### config.mk
export PLATFORM = sky130hd
export DESIGN_NAME = icache_fetch_top
export DESIGN_NICKNAME = d
export VERILOG_FILES = /design/src/design/icache_pkg.sv /design/src/design/icache_fetch_top.sv /design/src/design/line_refill.sv /design/src/design/icache_lookup.sv /design/src/design/fetch_request_stage.sv
export SDC_FILE = /design/constraint.sdc
export NUM_CORES = 1
export LEC_CHECK = 0
export ABC_AREA = 1
export ABC_CLOCK_PERIOD_IN_PS = 12700
export BUFFER_PORTS_ARGS = -buffer_cell sky130_fd_sc_hd__buf_2
export CAP_MARGIN = 20
export CORE_MARGIN = 1.5
export CORE_UTILIZATION = 50
export DETAILED_ROUTE_END_ITERATION = 16
export HOLD_SLACK_MARGIN = 0.08
export MAX_ROUTING_LAYER = met4
export PLACE_DENSITY_LB_ADDON = 0.08
export SKIP_CTS_REPAIR_TIMING = 1
export SLEW_MARGIN = 20
export SYNTH_ARGS = -nofsm -noshare
export SYNTH_HDL_FRONTEND = slang
export SYNTH_SLANG_ARGS = --single-unit
### constraint.sdc
create_clock -name clk -period 12.7 [get_ports clk]
set_input_delay 1.27 -clock clk [delete_from_list [all_inputs] [get_ports clk]]
set_output_delay 1.27 -clock clk [all_outputs]
set_load 0.005 [all_outputs]
### src/design/icache_pkg.sv
`default_nettype none

package icache_pkg;

    // cache geometry, matching a 16-bit fetch path
    localparam int word_width   = 16;
    localparam int tag_width    = 12;
    localparam int num_sets     = 4;
    localparam int line_words   = 4;
    localparam int index_width  = 2;
    localparam int offset_width = 2;

    // decoded CPU read as it leaves the request stage
    typedef struct packed {
        logic                    valid;
        logic [tag_width-1:0]    tag;
        logic [index_width-1:0]  index;
        logic [offset_width-1:0] offset;
    } fetch_req_t;

    // one full line, word0 sits at the lowest address
    typedef struct packed {
        logic [word_width-1:0] word3;
        logic [word_width-1:0] word2;
        logic [word_width-1:0] word1;
        logic [word_width-1:0] word0;
    } cache_line_t;

    // response back to the CPU, valid is a single-cycle pulse
    typedef struct packed {
        logic                  valid;
        logic                  hit;
        logic [word_width-1:0] data;
    } fetch_resp_t;

    // line request from lookup to the refill engine
    typedef struct packed {
        logic                   valid;
        logic [tag_width-1:0]   tag;
        logic [index_width-1:0] index;
    } refill_req_t;

    typedef enum logic [1:0] {
        refill_idle    = 2'd0,
        refill_wait    = 2'd1,
        refill_deliver = 2'd2
    } refill_state_t;

endpackage

`default_nettype wire
### src/design/icache_fetch_top.sv
`timescale 1ns/1ps
`default_nettype none

module icache_fetch_top (
    input  logic                              clk,
    input  logic                              reset_n,
    // CPU side
    input  logic                              read,
    input  logic [icache_pkg::word_width-1:0] address,
    output logic                              ready,
    output icache_pkg::fetch_resp_t           resp,
    // memory side
    output logic                              mem_read,
    output logic [icache_pkg::word_width-1:0] mem_address,
    input  icache_pkg::cache_line_t           mem_line,
    input  logic                              mem_valid
);
    import icache_pkg::*;

    fetch_req_t             req;
    logic                   stall;
    refill_req_t            refill_req;
    logic                   fill_valid;
    logic [index_width-1:0] fill_index;
    cache_line_t            fill_line;

    fetch_request_stage u_request (
        .clk     (clk),
        .reset_n (reset_n),
        .read    (read),
        .address (address),
        .stall   (stall),
        .req     (req),
        .ready   (ready)
    );

    icache_lookup u_lookup (
        .clk        (clk),
        .reset_n    (reset_n),
        .req        (req),
        .fill_valid (fill_valid),
        .fill_index (fill_index),
        .fill_line  (fill_line),
        .stall      (stall),
        .refill_req (refill_req),
        .resp       (resp)
    );

    // a single refill at a time, lookup stalls until it finishes
    line_refill u_refill (
        .clk         (clk),
        .reset_n     (reset_n),
        .refill_req  (refill_req),
        .mem_line    (mem_line),
        .mem_valid   (mem_valid),
        .mem_read    (mem_read),
        .mem_address (mem_address),
        .fill_valid  (fill_valid),
        .fill_index  (fill_index),
        .fill_line   (fill_line)
    );

endmodule

`default_nettype wire

### src/design/line_refill.sv
`timescale 1ns/1ps
`default_nettype none

module line_refill (
    input  logic                               clk,
    input  logic                               reset_n,
    input  icache_pkg::refill_req_t            refill_req,
    input  icache_pkg::cache_line_t            mem_line,
    input  logic                               mem_valid,
    output logic                               mem_read,
    output logic [icache_pkg::word_width-1:0]  mem_address,
    output logic                               fill_valid,
    output logic [icache_pkg::index_width-1:0] fill_index,
    output icache_pkg::cache_line_t            fill_line
);
    import icache_pkg::*;

    refill_state_t state;
    refill_state_t state_next;

    logic [tag_width-1:0]   line_tag;
    logic [index_width-1:0] line_index;
    cache_line_t            line_data;

    always_comb begin
        state_next = state;
        case (state)
            refill_idle: begin
                if (refill_req.valid) begin
                    state_next = refill_wait;
                end
            end
            refill_wait: begin
                // memory may take any number of cycles
                if (mem_valid) begin
                    state_next = refill_deliver;
                end
            end
            refill_deliver: begin
                state_next = refill_idle;
            end
            default: begin
                state_next = refill_idle;
            end
        endcase
    end

    always_ff @(posedge clk) begin
        if (reset_n) begin
            state <= refill_idle;
        end else begin
            state <= state_next;
        end
    end

    // request fields and the returned line
    always_ff @(posedge clk) begin
        if (state == refill_idle && refill_req.valid) begin
            line_tag   <= refill_req.tag;
            line_index <= refill_req.index;
        end
        if (state == refill_wait && mem_valid) begin
            line_data <= mem_line;
        end
    end

    // memory side, mem_read drops once mem_valid has been seen
    assign mem_read    = (state == refill_wait);
    assign mem_address = {line_tag, line_index, {offset_width{1'b0}}};

    // lookup side, one pulse per refill
    assign fill_valid = (state == refill_deliver);
    assign fill_index = line_index;
    assign fill_line  = line_data;

endmodule

`default_nettype wire

### src/design/icache_lookup.sv
`timescale 1ns/1ps
`default_nettype none

module icache_lookup (
    input  logic                               clk,
    input  logic                               reset_n,
    input  icache_pkg::fetch_req_t             req,
    input  logic                               fill_valid,
    input  logic [icache_pkg::index_width-1:0] fill_index,
    input  icache_pkg::cache_line_t            fill_line,
    output logic                               stall,
    output icache_pkg::refill_req_t            refill_req,
    output icache_pkg::fetch_resp_t            resp
);
    import icache_pkg::*;

    // per-set storage
    logic [num_sets-1:0]  line_valid;
    logic [tag_width-1:0] tag_array [num_sets];
    cache_line_t          data_array [num_sets];

    logic lookup_hit;
    logic take_req;
    logic take_fill;

    // miss capture, replayed when the line comes back
    logic [tag_width-1:0]    miss_tag;
    logic [index_width-1:0]  miss_index;
    logic [offset_width-1:0] miss_offset;
    logic                    refill_valid;

    // response register
    logic                  resp_valid;
    logic                  resp_hit;
    logic [word_width-1:0] resp_data;

    function automatic logic [word_width-1:0] select_word(
        input cache_line_t             line,
        input logic [offset_width-1:0] offset
    );
        logic [word_width-1:0] word;
        case (offset)
            2'd0:    word = line.word0;
            2'd1:    word = line.word1;
            2'd2:    word = line.word2;
            default: word = line.word3;
        endcase
        return word;
    endfunction

    // while a miss is outstanding the request stage holds, so req is ignored
    assign take_req  = req.valid && !stall;
    assign take_fill = fill_valid && stall;

    assign lookup_hit = line_valid[req.index] && (tag_array[req.index] == req.tag);

    always_ff @(posedge clk) begin
        if (reset_n) begin
            line_valid   <= '0;
            stall        <= 1'b0;
            refill_valid <= 1'b0;
            resp_valid   <= 1'b0;
            resp_hit     <= 1'b0;
        end else begin
            resp_valid   <= 1'b0;
            refill_valid <= 1'b0;
            if (take_fill) begin
                line_valid[fill_index] <= 1'b1;
                stall                  <= 1'b0;
                resp_valid             <= 1'b1;
                resp_hit               <= 1'b0;
            end else if (take_req) begin
                resp_hit <= lookup_hit;
                if (lookup_hit) begin
                    resp_valid <= 1'b1;
                end else begin
                    stall        <= 1'b1;
                    refill_valid <= 1'b1;
                end
            end
        end
    end

    // arrays and payload
    always_ff @(posedge clk) begin
        if (take_fill) begin
            tag_array[fill_index]  <= miss_tag;
            data_array[fill_index] <= fill_line;
            // the waiting read gets its word straight from the returned line
            resp_data <= select_word(fill_line, miss_offset);
        end else if (take_req) begin
            if (lookup_hit) begin
                resp_data <= select_word(data_array[req.index], req.offset);
            end else begin
                miss_tag    <= req.tag;
                miss_index  <= req.index;
                miss_offset <= req.offset;
            end
        end
    end

    always_comb begin
        refill_req       = '0;
        refill_req.valid = refill_valid;
        refill_req.tag   = miss_tag;
        refill_req.index = miss_index;
    end

    always_comb begin
        resp       = '0;
        resp.valid = resp_valid;
        resp.hit   = resp_hit;
        resp.data  = resp_data;
    end

endmodule

`default_nettype wire

### src/design/fetch_request_stage.sv
`timescale 1ns/1ps
`default_nettype none

module fetch_request_stage (
    input  logic                             clk,
    input  logic                             reset_n,
    input  logic                             read,
    input  logic [icache_pkg::word_width-1:0] address,
    input  logic                             stall,
    output icache_pkg::fetch_req_t           req,
    output logic                             ready
);
    import icache_pkg::*;

    // field boundaries inside the CPU address
    localparam int index_lsb = offset_width;
    localparam int tag_lsb   = offset_width + index_width;

    logic                    req_valid;
    logic [tag_width-1:0]    req_tag;
    logic [index_width-1:0]  req_index;
    logic [offset_width-1:0] req_offset;
    logic                    load;

    // an empty slot can always take a read, even while lookup is busy
    assign load = !stall || !req_valid;

    // only a held read blocks the CPU
    assign ready = !(stall && req_valid);

    always_ff @(posedge clk) begin
        if (reset_n) begin
            req_valid <= 1'b0;
        end else if (load) begin
            req_valid <= read;
        end
    end

    // address fields only change when a new read is taken
    always_ff @(posedge clk) begin
        if (load && read) begin
            req_tag    <= address[word_width-1:tag_lsb];
            req_index  <= address[tag_lsb-1:index_lsb];
            req_offset <= address[offset_width-1:0];
        end
    end

    always_comb begin
        req        = '0;
        req.valid  = req_valid;
        req.tag    = req_tag;
        req.index  = req_index;
        req.offset = req_offset;
    end

endmodule

`default_nettype wire

==> impl_metrics.yaml <==
synthesis:
  postSynth.asyncResetShare_pct: 0
  synth_edf_count: 430
  ys.flop_type: "edfxtp_1"
  syn_avg_cell_area_um2: 13.8
  ys_warn_count: 0
  synthesis.area_mm2: 0.0168
  ys_ff_latch: 443
  synthDistinctLibCells: 30
  yosysSeqAreaShare_pct: 78.6
  postSynthCellCount: 1213
setup_path:
  crit_type: "reg2reg"
  cp_common_cell: "nand2_1"
  cp-end-kind: "flop"
  worstReg2RegEnd: "u_lookup.resp_data[10]$_DFFE_PP_"
  cp_max_fo: 87
  reg2reg_depth: 11
  cp.required_ns: 12.86
  cpPeakStageDelay_ns: 0.89
  crit_chain: "buf_4, nand2_1, nand3_1, nand2_1, nand2_1, nand2_1, nor2_1, nand2_1, nor2_1, nand3_1, nand2_1"
  r2r_slack_ns: 9.06
  startpoint_type: "flop"
  arrival_ns: 3.79
  crit_family: "simple AND/OR/NAND/NOR gates"
  critPathBufInv: 1
  cp_slowest_cell: "dfxtp_4"
final_layout:
  antenna_cells: 0
  final_common_cell: "edfxtp_1"
  finalNetCount: 1414
  mostFrequentLayoutCells: "edfxtp_1, nand2_1, buf_2, nor2_1, o21ai_0"
  areaGrowthSynthToFinish_pct: 15.1
  drive_gt1_share_pct: 15.9
routing:
  routedWlPerCell_um: 20.6
  viasPerCell: 5.51
  drc: 0
  drt-total-wl_um: 37300
  first_pass_iters: 5
  drt_iter0_markers: 803
  via_count: 9963
  postRouteAntennaNets: 0
clock_tree:
  clock_path_buffers: 3
  htree_levels: 2
  insertion_delay_ns: 0.54
  cts_tree: "yes"
  cts.clk_slew.worst_paths_ns: 0.06
  cts_buffers: 46
  numClockSinks: 443
  clockRootBuffer: "clkbuf_16"
die:
  core.rowCount: 66
  die_width_um: 186
  dieArea_mm2: 0.0346
  coreArea_mm2: 0.0328
  start_util_pct: 51.1
  die_y_um: 186
  io_pins: 120
sta:
  setup-tns-final_ns: 0
  max_freq_mhz: 275
  worst_pin_slew_ns: 1.17
  finalSetupViolCount: 0
  max_slew_margin_pct: 21.6
  skew_ns: 0.0121
  slew_violations: 0
  rsz0062_at_grt: "false"
  hold_viol_final: 0
  fin_crit_ns: 3.64
  post-route-period-util_pct: 28.6
grt:
  grt_pass1_wl_um: 56700
  antenna_found_initial: 0
  grt_max_degree: 143
  gr-total-overflow: 0
  grt_pass1_vias: 9841
  track_usage_pct: 22.9
min_path:
  worstHoldEndpoint: "u_refill.fill_index[1]$_DFFE_PP_"
  min_from: "u_lookup.miss_index[1]$_DFFE_PP_"
  holdPathStages: 0
  hp-class: "reg2reg"
power:
  power_w: 0.00315
  p_leak_nw: 6.72
  p_per_area_mw_per_mm2: 164
  irDropWorstVdd_mv: 0.115
job:
  maxCapViolCount: 0
place:
  dpl.hpwl_um: 21200
  port_buffers: 117
  gp_congestion: 0.787
run_status:
  status: "finished, final reports clean"
## flip-flops by register name, indices dropped and copies added (netlist names), named ones only
register               cells
u_lookup.resp_valid        1
u_refill.fill_line        64
u_lookup.resp_data        16
u_refill.fill_index        2
u_request.req_tag         12
u_lookup.miss_index        2
u_lookup.data_array      256
u_request.req_offset       2
u_lookup.stall             1
u_lookup.tag_array        48
u_lookup.refill_valid      1
u_request.req_index        2
u_request.req_valid        1
u_lookup.resp_hit          1
u_lookup.line_valid        4
u_lookup.miss_tag         12
u_refill.line_tag         12
u_refill.state             2
u_lookup.miss_offset       2
## worst register-to-register path: stages, from the launching register on
cell,delay (ns)
dfxtp_4,0.89
buf_4,0.82
nand2_1,0.12
nand3_1,0.14
nand2_1,0.08
nand2_1,0.06
nand2_1,0.05
nor2_1,0.10
nand2_1,0.05
nor2_1,0.12
nand3_1,0.11
nand2_1,0.71
## cell usage after synthesis (13+ instances only)
cell / count / area (um^2)
nor2_1: 119 / 447
nand2_1: 227 / 852
clkbuf_1: 26 / 97.6
inv_1: 32 / 120
nand4_1: 13 / 81.3
o22ai_1: 47 / 294
dfxtp_1: 13 / 260
nand3_1: 75 / 375
buf_2: 23 / 115
a21oi_1: 23 / 115
o21ai_0: 113 / 566
edfxtp_1: 430 / 12900
## layer usage
metal	wire (um)	global-route usage (%)	share of wire [%]
met4	1170	8.42	3.1
met3	2060	2.93	5.5
met2	17500	35.7	47
met1	16600	31.0	45
met5	0	-	0
## worst max path at each step
stage | to | cells past startpoint
detailed placement | u_lookup.resp_data[12]$_DFFE_PP_ | 11
CTS | u_lookup.resp_data[12]$_DFFE_PP_ | 11
global route | u_lookup.resp_data[10]$_DFFE_PP_ | 11
floorplan | u_lookup.data_array[1][0]$_DFFE_PP_ | 4
finish | u_lookup.resp_data[10]$_DFFE_PP_ | 11
global placement | u_lookup.resp_data[10]$_DFFE_PP_ | 11
## report_power, final
| group | internal (W) | total (W) | leakage (nW) | switching [W] |
|---|---|---|---|---|
| Combinational | 0.0000541 | 0.000158 | 1.97 | 0.000103 |
| Sequential | 0.00161 | 0.00163 | 3.99 | 0.0000228 |
| Clock | 0.000837 | 0.00136 | 0.759 | 0.000527 |
| Total | 0.00250 | 0.00315 | 6.72 | 0.000653 |
## logic make-up (layout without fill, tap and decap cells)
kind of cell           Yosys count  after routing  synth area share, %
buffers and inverters          100            252                 2.87
multiplexers                     2              2                0.119
XOR/XNOR                         2              2                0.105
other                            1              2               0.0224
flip-flops                     443            443                 78.6
AND/OR/NAND/NOR                452            452                 11.2
AO/OA/AOI/OAI                  213            213                 7.12
## per-stage QoR
step	cell area, um^2	instances	setup WS [ns]	hold slack (ns)	util [%]
3_3_place_gp	17700	1724	9.06	0.404	54.1
3_5_place_dp	17700	1724	8.99	0.411	54.1
2_1_floorplan	16800	1214	6.07	0.400	-
5_1_grt	19300	1808	8.62	0.440	58.8
4_1_cts	19300	1808	8.96	0.424	58.8
6_report	19300	1808	9.06	0.423	58.8
## layout make-up
cell class,instances,area [um^2]
inverters,35,136
multi-input cells,671,3160
clock inverters,19,243
well taps,442,553
fillers,2591,13500
flip-flops and latches,443,13200
clock buffers,65,1310
repair buffers,133,706
No activity file was read; power rests on OpenSTA's default activity.
